$ cat src/design/ifu_pkg.sv
/* shared types, opcode and funct3 encodings, and the packed structs
   exchanged between the fetch unit, the bus and decode */
`default_nettype none

package ifu_pkg;

	parameter int ADDR_W = 32;
	parameter int INST_W = 32;

	typedef logic [ADDR_W-1:0] addr_t;
	typedef logic [INST_W-1:0] inst_t;
	typedef logic [1:0]        resp_t;

	// read response codes, only OKAY is accepted
	parameter resp_t RESP_OKAY = 2'b00;

	// base opcodes of the implemented subset
	parameter logic [6:0] OPC_LUI    = 7'b0110111;
	parameter logic [6:0] OPC_AUIPC  = 7'b0010111;
	parameter logic [6:0] OPC_JAL    = 7'b1101111;
	parameter logic [6:0] OPC_JALR   = 7'b1100111;
	parameter logic [6:0] OPC_BRANCH = 7'b1100011;
	parameter logic [6:0] OPC_LOAD   = 7'b0000011;
	parameter logic [6:0] OPC_STORE  = 7'b0100011;
	parameter logic [6:0] OPC_OP_IMM = 7'b0010011;
	parameter logic [6:0] OPC_OP     = 7'b0110011;
	parameter logic [6:0] OPC_SYSTEM = 7'b1110011;

	// jalr
	parameter logic [2:0] F3_JALR = 3'd0;

	// loads
	parameter logic [2:0] F3_LB  = 3'd0;
	parameter logic [2:0] F3_LH  = 3'd1;
	parameter logic [2:0] F3_LW  = 3'd2;
	parameter logic [2:0] F3_LBU = 3'd4;
	parameter logic [2:0] F3_LHU = 3'd5;

	// stores
	parameter logic [2:0] F3_SB = 3'd0;
	parameter logic [2:0] F3_SH = 3'd1;
	parameter logic [2:0] F3_SW = 3'd2;

	// immediate alu ops
	parameter logic [2:0] F3_ADDI  = 3'd0;
	parameter logic [2:0] F3_SLLI  = 3'd1;
	parameter logic [2:0] F3_SLTI  = 3'd2;
	parameter logic [2:0] F3_SLTIU = 3'd3;
	parameter logic [2:0] F3_XORI  = 3'd4;
	parameter logic [2:0] F3_SRXI  = 3'd5;
	parameter logic [2:0] F3_ORI   = 3'd6;
	parameter logic [2:0] F3_ANDI  = 3'd7;

	// shift variants selected by funct7
	parameter logic [6:0] F7_ZERO = 7'b0000000;
	parameter logic [6:0] F7_SRA  = 7'b0100000;

	// csr ops
	parameter logic [2:0] F3_CSRRW = 3'd1;
	parameter logic [2:0] F3_CSRRS = 3'd2;

	// fixed system words
	parameter inst_t INST_ECALL  = 32'h0000_0073;
	parameter inst_t INST_EBREAK = 32'h0010_0073;
	parameter inst_t INST_MRET   = 32'h3020_0073;

	// all pc redirect requests from execute and csr
	typedef struct packed {
		logic  csr_jmp;
		addr_t csr_pc;
		logic  jmp;
		addr_t jmp_target;
		logic  branch_req;
		logic  branch_taken;
		addr_t branch_target;
	} redirect_t;

	// read data beat
	typedef struct packed {
		inst_t data;
		resp_t resp;
	} rd_data_t;

	// handed to decode
	typedef struct packed {
		addr_t pc;
		inst_t inst;
		logic  illegal;
	} fetch_out_t;

endpackage

`default_nettype wire

$ cat src/design/fetch_fsm.sv
/* fetch control FSM: read-address and read-data handshakes,
   capture and pc advance pulses, issue strobe to decode */
`timescale 1ns/1ps
`default_nettype none

module fetch_fsm (
	input  wire            clk,
	input  wire            rst,

	// current program counter
	input  ifu_pkg::addr_t pc_i,

	// read-address channel
	output ifu_pkg::addr_t ar_addr_o,
	output logic           ar_valid_o,
	input  wire            ar_ready_i,

	// read-data channel
	input  ifu_pkg::resp_t r_resp_i,
	input  wire            r_valid_i,
	output logic           r_ready_o,

	// core side
	input  wire            last_finish_i,
	output logic           capture_o,
	output logic           pc_advance_o,
	output logic           fetch_valid_o
);

	import ifu_pkg::*;

	typedef enum logic [1:0] {
		ADDR   = 2'b00,
		DATA   = 2'b01,
		ISSUE  = 2'b10,
		RETIRE = 2'b11
	} state_t;

	state_t state_q;
	state_t state_d;
	logic   ar_valid_q;
	logic   ar_fire;
	logic   r_fire;
	logic   r_okay;

	assign ar_fire = ar_valid_q && ar_ready_i;
	assign r_fire  = r_ready_o && r_valid_i;
	assign r_okay  = (r_resp_i == RESP_OKAY);

	always_comb begin
		state_d = state_q;
		case (state_q)
			ADDR: begin
				if (ar_fire) begin
					state_d = DATA;
				end
			end
			DATA: begin
				// an error beat is dropped and the same pc is requested again
				if (r_fire) begin
					state_d = r_okay ? ISSUE : ADDR;
				end
			end
			ISSUE: begin
				state_d = RETIRE;
			end
			RETIRE: begin
				if (last_finish_i) begin
					state_d = ADDR;
				end
			end
			default: begin
				state_d = ADDR;
			end
		endcase
	end

	always_ff @(posedge clk) begin
		if (rst) begin
			state_q <= ADDR;
		end else begin
			state_q <= state_d;
		end
	end

	// request valid follows the state one edge ahead, low during reset
	always_ff @(posedge clk) begin
		if (rst) begin
			ar_valid_q <= 1'b0;
		end else begin
			ar_valid_q <= (state_d == ADDR);
		end
	end

	assign ar_valid_o = ar_valid_q;

	// address only shown while requesting
	assign ar_addr_o = (state_q == ADDR) ? pc_i : '0;

	assign r_ready_o = (state_q == DATA);

	// strobes
	assign capture_o     = r_fire && r_okay;
	assign fetch_valid_o = (state_q == ISSUE);
	// finish pulses seen in other states are ignored
	assign pc_advance_o  = (state_q == RETIRE) && last_finish_i;

endmodule

`default_nettype wire

$ cat src/design/ifu_top.sv
/* instruction fetch unit top: pc generator, fetch FSM and
   instruction check wired to the read bus and the core */
`timescale 1ns/1ps
`default_nettype none

module ifu_top #(
	parameter ifu_pkg::addr_t RESET_PC = 32'h8000_0000
) (
	input  wire                 clk,
	input  wire                 rst,

	// read-address channel
	output ifu_pkg::addr_t      ar_addr_o,
	output logic                ar_valid_o,
	input  wire                 ar_ready_i,

	// read-data channel
	input  ifu_pkg::rd_data_t   r_i,
	input  wire                 r_valid_i,
	output logic                r_ready_o,

	// core side
	input  ifu_pkg::redirect_t  redirect_i,
	input  wire                 last_finish_i,
	output ifu_pkg::fetch_out_t fetch_o,
	output logic                fetch_valid_o
);

	import ifu_pkg::*;

	addr_t pc;
	logic  pc_advance;
	logic  capture;

	pc_gen #(
		.RESET_PC (RESET_PC)
	) u_pc_gen (
		.clk          (clk),
		.rst          (rst),
		.pc_advance_i (pc_advance),
		.redirect_i   (redirect_i),
		.pc_o         (pc)
	);

	fetch_fsm u_fetch_fsm (
		.clk           (clk),
		.rst           (rst),
		.pc_i          (pc),
		.ar_addr_o     (ar_addr_o),
		.ar_valid_o    (ar_valid_o),
		.ar_ready_i    (ar_ready_i),
		.r_resp_i      (r_i.resp),
		.r_valid_i     (r_valid_i),
		.r_ready_o     (r_ready_o),
		.last_finish_i (last_finish_i),
		.capture_o     (capture),
		.pc_advance_o  (pc_advance),
		.fetch_valid_o (fetch_valid_o)
	);

	inst_check u_inst_check (
		.clk       (clk),
		.rst       (rst),
		.capture_i (capture),
		.pc_i      (pc),
		.data_i    (r_i.data),
		.fetch_o   (fetch_o)
	);

endmodule

`default_nettype wire

$ cat src/design/inst_check.sv
/* output register toward decode with the legality check
   of the implemented RV32I/Zicsr subset */
`timescale 1ns/1ps
`default_nettype none

module inst_check (
	input  wire                 clk,
	input  wire                 rst,
	input  wire                 capture_i,
	input  ifu_pkg::addr_t      pc_i,
	input  ifu_pkg::inst_t      data_i,
	output ifu_pkg::fetch_out_t fetch_o
);

	import ifu_pkg::*;

	logic [6:0] opcode;
	logic [2:0] funct3;
	logic [6:0] funct7;
	logic       legal;
	fetch_out_t out_q;

	assign opcode = data_i[6:0];
	assign funct3 = data_i[14:12];
	assign funct7 = data_i[31:25];

	always_comb begin
		legal = 1'b0;
		case (opcode)
			// no field checks beyond the opcode
			OPC_LUI, OPC_AUIPC, OPC_JAL, OPC_BRANCH, OPC_OP: begin
				legal = 1'b1;
			end
			OPC_JALR: begin
				legal = (funct3 == F3_JALR);
			end
			OPC_LOAD: begin
				legal = funct3 inside {F3_LB, F3_LH, F3_LW, F3_LBU, F3_LHU};
			end
			OPC_STORE: begin
				legal = funct3 inside {F3_SB, F3_SH, F3_SW};
			end
			OPC_OP_IMM: begin
				if (funct3 == F3_SLLI) begin
					legal = (funct7 == F7_ZERO);
				end else if (funct3 == F3_SRXI) begin
					// srli or srai
					legal = (funct7 == F7_ZERO) || (funct7 == F7_SRA);
				end else begin
					legal = funct3 inside {F3_ADDI, F3_SLTI, F3_SLTIU,
						F3_XORI, F3_ORI, F3_ANDI};
				end
			end
			OPC_SYSTEM: begin
				// csrrw/csrrs, or one of the exact system words
				legal = (funct3 inside {F3_CSRRW, F3_CSRRS}) ||
					(data_i inside {INST_ECALL, INST_EBREAK, INST_MRET});
			end
			default: begin
				legal = 1'b0;
			end
		endcase
	end

	// held until the next accepted beat
	always_ff @(posedge clk) begin
		if (rst) begin
			out_q.pc      <= '0;
			out_q.inst    <= '0;
			out_q.illegal <= 1'b0;
		end else if (capture_i) begin
			out_q.pc      <= pc_i;
			out_q.inst    <= data_i;
			out_q.illegal <= ~legal;
		end
	end

	assign fetch_o = out_q;

endmodule

`default_nettype wire

$ cat src/design/pc_gen.sv
/* program counter with reset value, +4 incrementer and
   redirect selection by priority */
`timescale 1ns/1ps
`default_nettype none

module pc_gen #(
	parameter ifu_pkg::addr_t RESET_PC = 32'h8000_0000
) (
	input  wire                clk,
	input  wire                rst,
	input  wire                pc_advance_i,
	input  ifu_pkg::redirect_t redirect_i,
	output ifu_pkg::addr_t     pc_o
);

	import ifu_pkg::*;

	addr_t pc_q;
	addr_t pc_plus4;
	addr_t pc_next;

	assign pc_plus4 = pc_q + 32'd4;

	// trap/return beats jump beats taken branch
	always_comb begin
		if (redirect_i.csr_jmp) begin
			pc_next = redirect_i.csr_pc;
		end else if (redirect_i.jmp) begin
			pc_next = redirect_i.jmp_target;
		end else if (redirect_i.branch_req && redirect_i.branch_taken) begin
			pc_next = redirect_i.branch_target;
		end else begin
			pc_next = pc_plus4;
		end
	end

	// only moves when the current instruction retires
	always_ff @(posedge clk) begin
		if (rst) begin
			pc_q <= RESET_PC;
		end else if (pc_advance_i) begin
			pc_q <= pc_next;
		end
	end

	assign pc_o = pc_q;

endmodule

`default_nettype wire

$ cat config.mk
export PLATFORM = sky130hd
export DESIGN_NAME = ifu_top
export DESIGN_NICKNAME = d
export VERILOG_FILES = /design/src/design/ifu_pkg.sv /design/src/design/fetch_fsm.sv /design/src/design/ifu_top.sv /design/src/design/inst_check.sv /design/src/design/pc_gen.sv
export SDC_FILE = /design/constraint.sdc
export NUM_CORES = 1
export LEC_CHECK = 0
export BUFFER_PORTS_ARGS = -buffer_cell sky130_fd_sc_hd__buf_2
export CAP_MARGIN = 40
export CORE_MARGIN = 3
export CORE_UTILIZATION = 50
export CTS_BUF_LIST = sky130_fd_sc_hd__clkbuf_4 sky130_fd_sc_hd__clkbuf_8
export CTS_CLUSTER_SIZE = 8
export DETAILED_ROUTE_END_ITERATION = 7
export PLACE_DENSITY = 0.83
export SYNTH_ARGS = -nofsm -noshare
export SYNTH_HDL_FRONTEND = slang
export SYNTH_SLANG_ARGS = --single-unit
$ cat constraint.sdc
create_clock -name clk -period 2.46 [get_ports clk]
set_input_delay 0 -clock clk [delete_from_list [all_inputs] [get_ports clk]]
set_output_delay 0 -clock clk [all_outputs]
set_load 0.01 [all_outputs]
Word level (Yosys, flattened, before mapping)
Index checks and enable logic that the tools add are counted.

storage, ports and cells
  bits in registers = 100
  bits of input ports = 139
  output and inout bits = 100
  logic and storage cells = 62

operators by class
  $add $sub $neg = 1
  eq/ne operators = 24
  multiplexer cells = 12
  bitwise operators = 1
  reductions and logical operators = 18

operators by type and width
  kind                                             number
  two-way mux 32 bit                               4
  adder 32 x 3 -> 32 bit, second input constant    1
  == test 32 x 21 -> 1 bit, second input constant  1
  == test 32 x 30 -> 1 bit, second input constant  1
  == test 32 x 7 -> 1 bit, second input constant   1
  == test 7 x 6 -> 1 bit, second input constant    4
  == test 7 bit, second input constant             4
  == test 7 x 5 -> 1 bit, second input constant    2
  == test 3 bit, second input constant             4
  two-way mux 2 bit                                4
  one-hot mux 2 bit (4 select lines)               1
  == test 7 x 2 -> 1 bit, second input constant    1
  logical NOT 7 bit                                1
  == test 3 x 2 -> 1 bit, second input constant    2
  logical NOT 2 bit                                3
  one-hot mux 1 bit (6 select lines)               1
  nonzero test 3 bit                               2
  nonzero test 6 bit                               1
  logical AND 1 bit                                5
  nonzero test 5 bit                               1
  OR reduction 5 bit                               1
  == test 2 bit, second input constant             2
  == test 3 x 1 -> 1 bit, second input constant    1
  logical NOT 3 bit                                1
  5 further kinds                                  7

Logic depth before layout (Yosys ltp)
Gate-level depths: netlist of run 1.

  depth in word-level cells = 6
  depth in mapped cells = 8
  gate-level depth less buffers = 6

By module
A second synthesis of run 1 with hierarchy kept.

second synthesis, totals
  cell total of the unflattened synthesis = 686
  area, all modules = 5661.7 sq um

by module, submodules not included
  module      instances  cells each  area an instance (sq um)  seq. area each (sq um)
  pc_gen      1          384         2776.4                    640.6
  inst_check  1          248         2509.9                    1301.2
  fetch_fsm   1          54          375.4                     60.1

Worst setup path before layout of run 1
No wires, ideal clock.

  path type = flip-flop to flip-flop
  from = register u_pc_gen.pc_q[6] (netlist: u_pc_gen.pc_o[6])
  to = register u_pc_gen.pc_q[29] (netlist: u_pc_gen.pc_o[29])
  setup time = 129 ps
  data arrival time = 1870 ps
  required time = 2331 ps
  path slack = 461 ps
  stages on the path, launching flop included = 8
  buffers on the path = 2
  clock period less this slack = 1999 ps
  path through = dfxtp_1 > buf_2 > nand4_4 > or4_1 > buf_2 > or4_1 > mux2i_1 > a211oi_1

on the way
  word-level cells in the longest chain between the ends = 4

ends and longest elaborated chain
  what                      line          text
  start: declaration        pc_gen.sv:18  addr_t pc_q;
  start signal: assignment  pc_gen.sv:42  pc_q <= pc_next;
  adder 32 x 3 -> 32 bit    pc_gen.sv:22  assign pc_plus4 = pc_q + 32'd4;
  two-way mux 32 bit        pc_gen.sv:30  end else if (redirect_i.branch_req && redirect_i.branch_taken) begin
  two-way mux 32 bit        pc_gen.sv:28  end else if (redirect_i.jmp) begin
  two-way mux 32 bit        pc_gen.sv:26  if (redirect_i.csr_jmp) begin

Every way passes these cells.
A chain may end at the register's enable or synchronous reset.

Final worst setup path of run 1
  from = register u_pc_gen.pc_q[6] (netlist: u_pc_gen.pc_o[6])
  to = register u_pc_gen.pc_q[19] (netlist: u_pc_gen.pc_o[19])

The elaborated chain is that of the path after synthesis.

==> results list, run 1 <==
* Result of the run: completed
- Most instantiated flip-flop cell in the synthesis netlist: dfxtp_1
- Total setup violations reported at the end of the flow: 0
- Fraction of final layout cells sized beyond drive strength 1: 0.281
- The first routing iteration left 783 violations.
- Pins Over Slew Limit: 0
- Final HPWL from detailed placement: 13700 um
- Timing-limited maximum frequency: 0.443 GHz
* Average detailed-routed wire length per instance: 17.1 um
* Routed wire length: 20100 um
- The worst path in the final design needs a cycle of 2.26 ns, including I/O delays and setup.
- Unrepaired setup endpoints after global routing: no
* Global-route wire length before repair: 31400 um
- The floorplan step defined a die boundary enclosing 0.0124 mm2.
- Height of the die: 111 um
* Largest vdd supply drop: 409 uV
* Post-synthesis async set-or-reset flop share: 0
- In the layout the commonest cells are buf_2, nand2_1, a21oi_1.
- Number of global-route vias before repair: 6204
- No sink is reached through more buffers than the 2 on the longest clock path.
- Path type of the worst setup path: flip-flop to flip-flop
- Summing all non-filler instances in the final layout gives an area of 0.00753 mm2.
- Ranked by total cell area, the synthesized netlist is headed by dfxtp_1, nand2_1, a21oi_1, and2_1, o21ai_0.
* Finished Core Util: 0.713
- Chip width: 111 um
- Of the available clock period, the critical path in the final layout requires 0.918.
- Of the total power, the share spent switching nets is 0.278.
* Portion of the post-synthesis area used by sequential elements: 0.362
- Placeable core area: 0.0106 mm2
- Router iterations before antenna repair: 6
- At the placement stage, the worst setup path has a slack of 0.282 ns.
- In the global route stage, overall resource usage came out at 0.308.
- Along the worst path, the maximum fanout reaches 9.
- The analysis attributes to net switching a power of 0.901 mW.
- Most common cell after layout, fill and taps aside: buf_2
- The area growth from synthesis to layout is 35.9%.
- Setup slack on the critical path of the routed design comes to 0.203 ns.
- Hold violation count in the final report: 0
* Cell count after synthesis: 778
* Nets in the synthesized netlist: 918
- Detail-routed via count per cell: 5.84
- Final hold analysis gives a worst-case slack of 0.0185 ns.
- Entering global routing, the biggest net connects 51 pins.
- Critical path arrival: 2.50 ns
* Count of maximum capacitance violations: 0
* Total leakage power: 3.24 nW
- TritonCTS built the clock tree.
- Buffers placed on the I/O ports in this run total 238.
- The worst setup path is captured at a flip-flop.
* Yosys cell types: 51
- In this run the cell area measured after placement is 0.00690 mm2.
* Clk sink count: 100
* Part of the power in combinational logic: 0.141
- During I/O placement, the number of pins put on the boundary was 239.
- Site Rows: 37
- Final clock skew: 0.0134 ns
- In this run the number of H-tree levels came out at 3.
* Headroom to the max-slew limit: 0.481
* Number of enable-type register cells in the synthesized netlist: 0
- CTS clk-pin slew, worst paths: 0.11 ns
- Clk Latency, worst-skew pair: 0.36 ns
- For this design the ratio of total power to cell area is 430 mW/mm2.
- At the worst endpoint, the required time is 2.70 ns.
* Total number of nets in the final design: 1172
- Effective utilization at floorplan: 0.525
* Number of synthesized register bits: 100
* Number of standard cells in the final layout excluding fillers: 1174
- The total overflow left after global routing is 0.
- Summed over all instances, the cell type with the most area after synthesis is dfxtp_1.
- Mapped cell area: 0.00554 mm2
- The final route contains 6856 vias.
* Routability congestion estimate from global placement: 0.941
- Count of synthesis-stage warnings from yosys: 0
- STA classifies the critical path startpoint as a flip-flop.
- Each instance of the synthesized netlist takes up on average 7.12 um2.
* Hold crit path type: input port to flip-flop
- Area fraction of the dominant cell type after synthesis: 0.362
* Internal: 2.34 mW
- The detail route stage leaves a number of antenna-violating nets equal to 0.
- Setup total negative slack on the finished layout was measured at 0 ns.
- Number of remaining DRC errors: 0
* Total placed cells including tap cells: 1116
- Of the total power, the clock network draws 0.352.
* Share of total power in sequential cells: 0.506
- Antenna violations before repair: 1
- For the pin with the worst max-slew slack, the measured transition is 0.776 ns.
- Root buf cell: clkbuf_8
- Power comes to 3.24 mW.
- TritonCTS buffer count: 9
[cells by family after synthesis]
kind of cell / count (synthesis) / share of synthesized area
fa+ha+maj: 1 / 0.00226
mux: 10 / 0.0181
simple gates: 355 / 0.308
xor+xnor: 10 / 0.0158
flops: 100 / 0.362
compound gates: 225 / 0.242
buf+inv: 77 / 0.0529
[synth_stat cells, drive strengths merged, types with 6 or more instances]
cell      n
nand2   172
a21oi   111
dfxtp   100
clkbuf   52
o21ai    40
nor2     34
and2     32
nand3    24
nor3     24
a211oi   15
buf      14
nand4    12
inv      11
mux2i    10
nand2b   10
nor4      9
and3      8
nor2b     8
o22ai     8
a221oi    7
a31oi     6
[worst paths after layout]
path | slack, ns | depth (start not counted) | end | startpoint
worst min-delay path | 0.02 | 3 | u_pc_gen.pc_o[12] | redirect_i[79]
worst max-delay path | 0.20 | 6 | u_pc_gen.pc_o[19] | u_pc_gen.pc_o[6]
worst min register to register | 0.46 | 2 | u_inst_check.fetch_o[7] | u_inst_check.fetch_o[7]
worst max register to register | 0.20 | 6 | u_pc_gen.pc_o[19] | u_pc_gen.pc_o[6]
[state kept, by name, indices dropped and copies added (netlist names)]
name	flops
u_fetch_fsm.ar_valid_o	1
u_inst_check.fetch_o	65
u_pc_gen.pc_o	32
u_fetch_fsm.state_q	2
[critical path: stages (launching register included)]
cell and delay [ns]:
dfxtp_1 0.53, nand4_4 0.20, or4_1 0.69, buf_4 0.22, o21a_1 0.17, o31ai_1 0.23, a21oi_1 0.10
[layer usage]
metal	up-vias	routed length [um]	share of wire	global-route usage
li1	3253	-	-	-
met5	-	0	0	0
met3	75	1830	0.091	0.0551
met4	0	881	0.044	0.137
met1	3108	8130	0.40	0.406
met2	420	9260	0.46	0.493
[layout make-up]
type                            instances  area [um2]
Antenna cell                            1        2.50
Clock buffer                           10         131
Clock inverter                          6        82.6
Fill cell                             886        3030
Inverter                               11        41.3
Multi-Input combinational cell        601        3260
Sequential cell                       100        2000
Tap cell                              136         170
Timing Repair Buffer                  309        1840
[power by group through the flow]
stage               Sequential, mW  Clock (mW)  Combinational (mW)
detailed placement            1.68           0               0.390
finish                        1.64        1.14               0.458
global route                  1.64        1.23               0.498
floorplan                     1.68           0               0.190
CTS                           1.64        1.14               0.443
global placement              1.68           0               0.387
[timing repair]
item | in CTS | in global routing
buffers inserted | 0 | 0
hold endpoints to repair | 41 | 0
resized for setup | 0 | 0
hold buffers | 41 | 0
setup endpoints to repair | 0 | 0
Power figures use the tool's default switching activity.
==> run 2, diff against run 1 <==
- CELL_PAD_IN_SITES_DETAIL_PLACEMENT: default -> 2
- CELL_PAD_IN_SITES_GLOBAL_PLACEMENT: default -> 2
- CORE_UTILIZATION: 50 -> 26
- PLACE_DENSITY: 0.83 -> default
- PLACE_DENSITY_LB_ADDON: default -> 0.1
==> results list, run 2 (same netlist as run 1, synthesis figures left out) <==
- The startpoint identified for the worst register-to-register timing path is u_fetch_fsm.state_q[0].
- Routed wire length: 26600 um
- Hold crit path type: input port to flip-flop
- Final clock skew: 0.0113 ns
* Post-CTS Setup Bufs: 0
- Global routing finished with a remaining overflow of 0.
- For this design, the slowest cell found on the critical path is dlygate4sd3_1.
- The floorplan step defined a die boundary enclosing 0.0231 mm2.
- Fraction of final layout cells sized beyond drive strength 1: 0.280
- Switching share of total power: 0.280
- Final HPWL from detailed placement: 19500 um
* Count of maximum capacitance violations: 0
- TritonCTS buffer count: 9
- Data on the critical path is required at its endpoint by 2.80 ns.
* Part of the power in the clock network: 0.337
- The congestion estimate from routability-driven global placement came to 0.805.
* Grt peak-use layer: met2
- For flop-to-flop paths, the worst setup slack is 0.20 ns.
* Critical path arrival: 2.60 ns
* Pins Over Slew Limit: 0
- In the global route stage, overall resource usage came out at 0.223.
- Cell Chain, Critical Path: nand3_2, nor2_1, nand2_1, o21ai_0, dlygate4sd3_1
- # H-tree levels: 3
- Power per cell area: 412 mW/mm2
* Antenna cell count: 0
- Clk Latency, worst-skew pair: 0.39 ns
- Worst Hold Path Cells: 5
* Part of the power in combinational logic: 0.154
- Net switching power figure: 0.903 mW
- Internal: 2.32 mW
- Clock tree from TritonCTS: done
- Once routing completed, OpenROAD measured the worst setup slack at 0.198 ns.
- The worst register-to-register path ends at u_pc_gen.pc_o[6].
- The number of gates resized after CTS was 0.
- Site Rows: 52
- Height of the die: 152 um
- Antenna violations before repair: 0
- Worst setup SP type: flip-flop
- Placeable core area: 0.0206 mm2
* Clk sink count: 100
- The worst hold path terminates at u_pc_gen.pc_o[5].
- The tree is rooted in a clkbuf_8.
- Unrepaired setup endpoints after global routing: no
- Path type of the worst setup path: flip-flop to flip-flop
* Fillers: 2490
- Fin Setup TNS: 0 ns
- Setup violations remaining at the end of the flow were counted as 0.
* Finished Core Util: 0.381
- Of all nets on the critical path, the largest fanout is 10.
- Multi-input logic area: 0.00326 mm2
- Hold is met by 0.0131 ns.
- In this run the tightest slew margin relative to its limit is 0.520.
- The first global-routing pass estimated 41700 um of wire.
- Largest vdd supply drop: 235 uV
* Total vias in the final route: 6866
- For the finished layout, the period the worst path requires is 2.26 ns.
- First DRT Iteration DRCs: 212
- In the global route stage, met2 resource usage came out at 0.384.
- Total number of nets in the final design: 1188
- 239 I/O pins were placed.
- Slowest Stage Delay on Critical Path: 0.57 ns
* Average detailed-routed wire length per instance: 20.1 um
- Number of remaining DRC errors: 0
- Highest-count cells in the layout ignoring fill and taps: buf_2, nand2_1, a21oi_1
* Input/output buffers: 238
- CTS clk-pin slew, worst paths: 0.10 ns
- STA classifies the critical path endpoint as a flip-flop.
- Effective utilization at floorplan: 0.269
* Worst min-delay path startpoint: redirect_i[72]
* Sum of buffers and inverters on the critical path: 1
* Clock buffer depth: 2
- Global-route track usage on met3: 0.0404
- The number of global-route vias before repair is 7237.
* Post-place setup slack: 0.226 ns
* Total leakage power: 3.31 nW
- Most common cell after layout, fill and taps aside: buf_2
- In the finished design, the share of the clock period the worst path needs comes to 0.919.
* Hold-fix buffers, CTS: 52
- GR Layer Usage met1: 0.289
- The run finished with clean final reports.
* Chip width: 152 um
- The first detailed-routing pass took 5 iterations.
* CP top delay family: simple AND/OR/NAND/NOR gates
* R2R cell count: 5
- Hold violation count in the final report: 0
* Pin count of the biggest net entering global routing: 82
* Detail-routed via count per cell: 5.20
- In the final layout, flip-flops and latches occupy 0.00200 mm2.
- In this run the remaining antenna-violating nets after routing total 0.
- Post-synthesis to final-layout area growth: 41.5%
- Flip-flop count of the largest register, all copies and words added: 65
* Timing-limited maximum frequency: 0.442 GHz
- Worst Tran Pin Value: 0.713 ns
- Share of total power in sequential cells: 0.508
run 2: cell types whose count changed in the layout (fill, tap and decap cells not counted):
cell / before / now
buf_4: 30 / 33
clkinv_8: 1 / 0
clkinv_2: 0 / 1
buf_12: 1 / 3
inv_8: 1 / 0
dlygate4sd3_1: 41 / 52
diode_2: 1 / 0
clkinv_4: 1 / 0
run 2: metal layers:
metal	up-vias	wire length [um]	part of all wire
met3	23	1300	0.049
met1	3365	11900	0.45
met2	198	13000	0.49
met4	0	339	0.013
met5	-	0	0
li1	3280	-	-
run 2: power groups by stage:
stage                     logic [mW]  registers, mW  clock network, mW
after global routing           0.552           1.64               1.19
after global placement         0.429           1.68                  0
after detailed placement       0.432           1.68                  0
after CTS                      0.499           1.64               1.14
final                          0.498           1.64               1.09
after floorplan                0.190           1.68                  0
run 2: through the flow:
step	power, mW	cell area [um2]	instances
3_5_place_dp	2.11	7130	1255
4_1_cts	3.28	7840	1321
6_report	3.23	7840	1321
5_1_grt	3.38	7840	1321
3_3_place_gp	2.11	7130	1255
2_1_floorplan	1.87	5540	778
run 2: final cells by class:
type,instances,area share
timing repair buffer,325,0.257
inverter,11,0.00527
sequential,100,0.256
multi-input combinational,601,0.416
clock inverter,4,0.00655
clock buffer,10,0.0168
tap,270,0.0431
run 2: worst max path at each step:
stage / from / cells past startpoint / to / slack, ns
CTS: u_fetch_fsm.state_q[0] / 5 / u_pc_gen.pc_o[6] / 0.20
finish: u_fetch_fsm.state_q[0] / 5 / u_pc_gen.pc_o[6] / 0.20
global route: u_fetch_fsm.state_q[0] / 5 / u_pc_gen.pc_o[6] / 0.01
detailed placement: u_pc_gen.pc_o[10] / 5 / u_pc_gen.pc_o[29] / 0.23
global placement: u_pc_gen.pc_o[10] / 5 / u_pc_gen.pc_o[29] / 0.29
floorplan: u_pc_gen.pc_o[6] / 7 / u_pc_gen.pc_o[29] / 0.46
run 2: tightest hold or removal path, cell delays in order:
cell,delay (ns)
buf_2,0.07
nand2_1,0.05
nor3_1,0.13
a31oi_1,0.05
o21ai_0,0.06
==> run 3, diff against run 2 <==
- REMOVE_ABC_BUFFERS: default -> 1
==> results list, run 3 (same netlist as run 1, synthesis figures left out) <==
* Critical Path End Type: flip-flop
- Maximum fanout encountered on the critical timing path: 9
- The first global-routing pass estimated 41800 um of wire.
* Critical Path RT: 2.73 ns
- Clock tree synthesis selected as its root buffer the cell clkbuf_8.
- From bottom edge to top edge, the die measures 152 um.
- Routability congestion estimate from global placement: 0.785
- The max-slew violation count is 0.
* Top-level port count: 239
- The total overflow left after global routing is 0.
- Input/output buffers: 238
* Antenna cell count: 0
- Post-CTS Setup Bufs: 0
* Router iterations before antenna repair: 4
* Clock tree from TritonCTS: done
- In this run the deepest clock path goes through 2 buffers.
- Timing-limited maximum frequency: 0.453 GHz
- Headroom to the max-slew limit: 0.523
* Combined global-route utilization of all metal layers: 0.223
* Path type of the worst setup path: flip-flop to flip-flop
- Entering global routing, the biggest net connects 42 pins.
- In the final routed layout, each cell accounts on average for 20.0 um.
* Number of remaining DRC errors: 0
- Site Rows: 52
- Post-detailed-route count of antenna-violating nets: 0
- The H-tree was split into 3 levels.
- Summing over every cut layer, the via total after detailed routing is 6777.
- The share of total power dissipated in the clock network is 0.373.
* Total placed cells including tap cells: 1256
* Chip width: 152 um
- The flow ran to the end, and the final reports show no timing, DRC or antenna violations.
- Overall die area: 0.0231 mm2
* Placeable core area: 0.0206 mm2
* Power per cell area: 435 mW/mm2
- Post-synthesis to final-layout area growth: 41.3%
- Total leakage power: 3.31 nW
* Worst Tran Pin Value: 0.714 ns
- Period utilization: 0.896
* Switching share of total power: 0.278
- Clk Latency, worst-skew pair: 0.38 ns
* Count of maximum capacitance violations: 0
* Total setup violations reported at the end of the flow: 0
* Fin Setup TNS: 0 ns
* TritonCTS buffer count: 9
* Hold crit path type: input port to flip-flop
- Routed wire length: 26400 um
- Internal: 2.46 mW
- Antenna violations before repair: 0
- Setup repair after global routing left no endpoint under its margin.
* Fraction of final layout cells sized beyond drive strength 1: 0.283
- Final HPWL from detailed placement: 19100 um
- Summed over all nets, the switching power comes to 0.948 mW.
- Critical path arrival: 2.47 ns
* Number of global-route vias before repair: 7169
* Final clock skew: 0.0157 ns
- Effective utilization at floorplan: 0.269
* Highest-count cells in the layout ignoring fill and taps: buf_2, nand2_1, a21oi_1
- Hold slack final: 0.0163 ns
- At the end of the flow, the number of nets in the layout was 1183.
* Post-layout min period: 2.21 ns
- Number of standard cells in the final layout excluding fillers: 1318
- Hold violation count in the final report: 0
- First DRT Iteration DRCs: 243
- Using the TritonRoute via totals, the vias-per-cell ratio works out to 5.14.
- The register with the most flip-flops in the layout has 65 of them.
- CTS clk-pin slew, worst paths: 0.11 ns
* Worst setup SP type: flip-flop
- Largest vdd supply drop: 188 uV
- Part of the power in combinational logic: 0.146
- Leaving out fill and tap cells, the most frequent cell in the layout is buf_2.
- Share of total power in sequential cells: 0.481
- Counting every sink on the clock net gives 100.
-- run 3: area by class of cell --
cell class | instances | area [um2]
Sequential cell | 100 | 2000
Timing Repair Buffer | 320 | 1950
Clock buffer | 10 | 138
Fill cell | 2491 | 12700
Tap cell | 270 | 338
Inverter | 11 | 41.3
Multi-Input combinational cell | 601 | 3260
Clock inverter | 6 | 96.3
-- run 3: path summary, 6_finish.rpt --
path                       startpoint                  endpoint  slack (ns)  depth (start not counted)
max                  u_pc_gen.pc_o[5]         u_pc_gen.pc_o[25]        0.25                          6
min                    redirect_i[73]          u_pc_gen.pc_o[6]        0.02                          5
max reg2reg          u_pc_gen.pc_o[5]         u_pc_gen.pc_o[25]        0.25                          6
min reg2reg  u_inst_check.fetch_o[46]  u_inst_check.fetch_o[46]        0.46                          2
-- run 3: power by group through the flow --
stage	logic, mW	clock network, mW	registers [mW]
floorplan	0.132	0	1.68
global placement	0.437	0	1.68
detailed placement	0.443	0	1.68
CTS	0.501	1.31	1.64
global route	0.552	1.38	1.64
finish	0.497	1.27	1.64
-- run 3: worst max-delay path: stages (launching register included) --
cell and delay (ns):
dfxtp_1 0.52, nand4_4 0.19, or4_1 0.64, buf_4 0.20, nor2_4 0.17, a21oi_1 0.09
a311o_1 0.27
-- run 3: repair_timing --
action                                 in CTS  in global routing
hold buffers                               46                  0
resized for setup                           0                  0
endpoints found under the hold margin      45                  0
-- run 3: stage by stage --
step | power (mW) | cell area (um2) | worst slack, ns | utilization
floorplan | 1.81 | 5290 | -0.408 | -
global placement | 2.11 | 7130 | 0.323 | 0.347
detailed placement | 2.12 | 7130 | 0.285 | 0.347
CTS | 3.45 | 7830 | 0.252 | 0.381
global route | 3.57 | 7830 | 0.0869 | 0.381
finish | 3.41 | 7830 | 0.255 | 0.381
-- run 3: routing by layer --
layer	share of wire	global-route usage	vias up
met4	0.010	0.0449	0
met2	0.48	0.382	178
li1	-	-	3280
met1	0.46	0.303	3304
met3	0.041	0.0259	15
met5	0	0	-
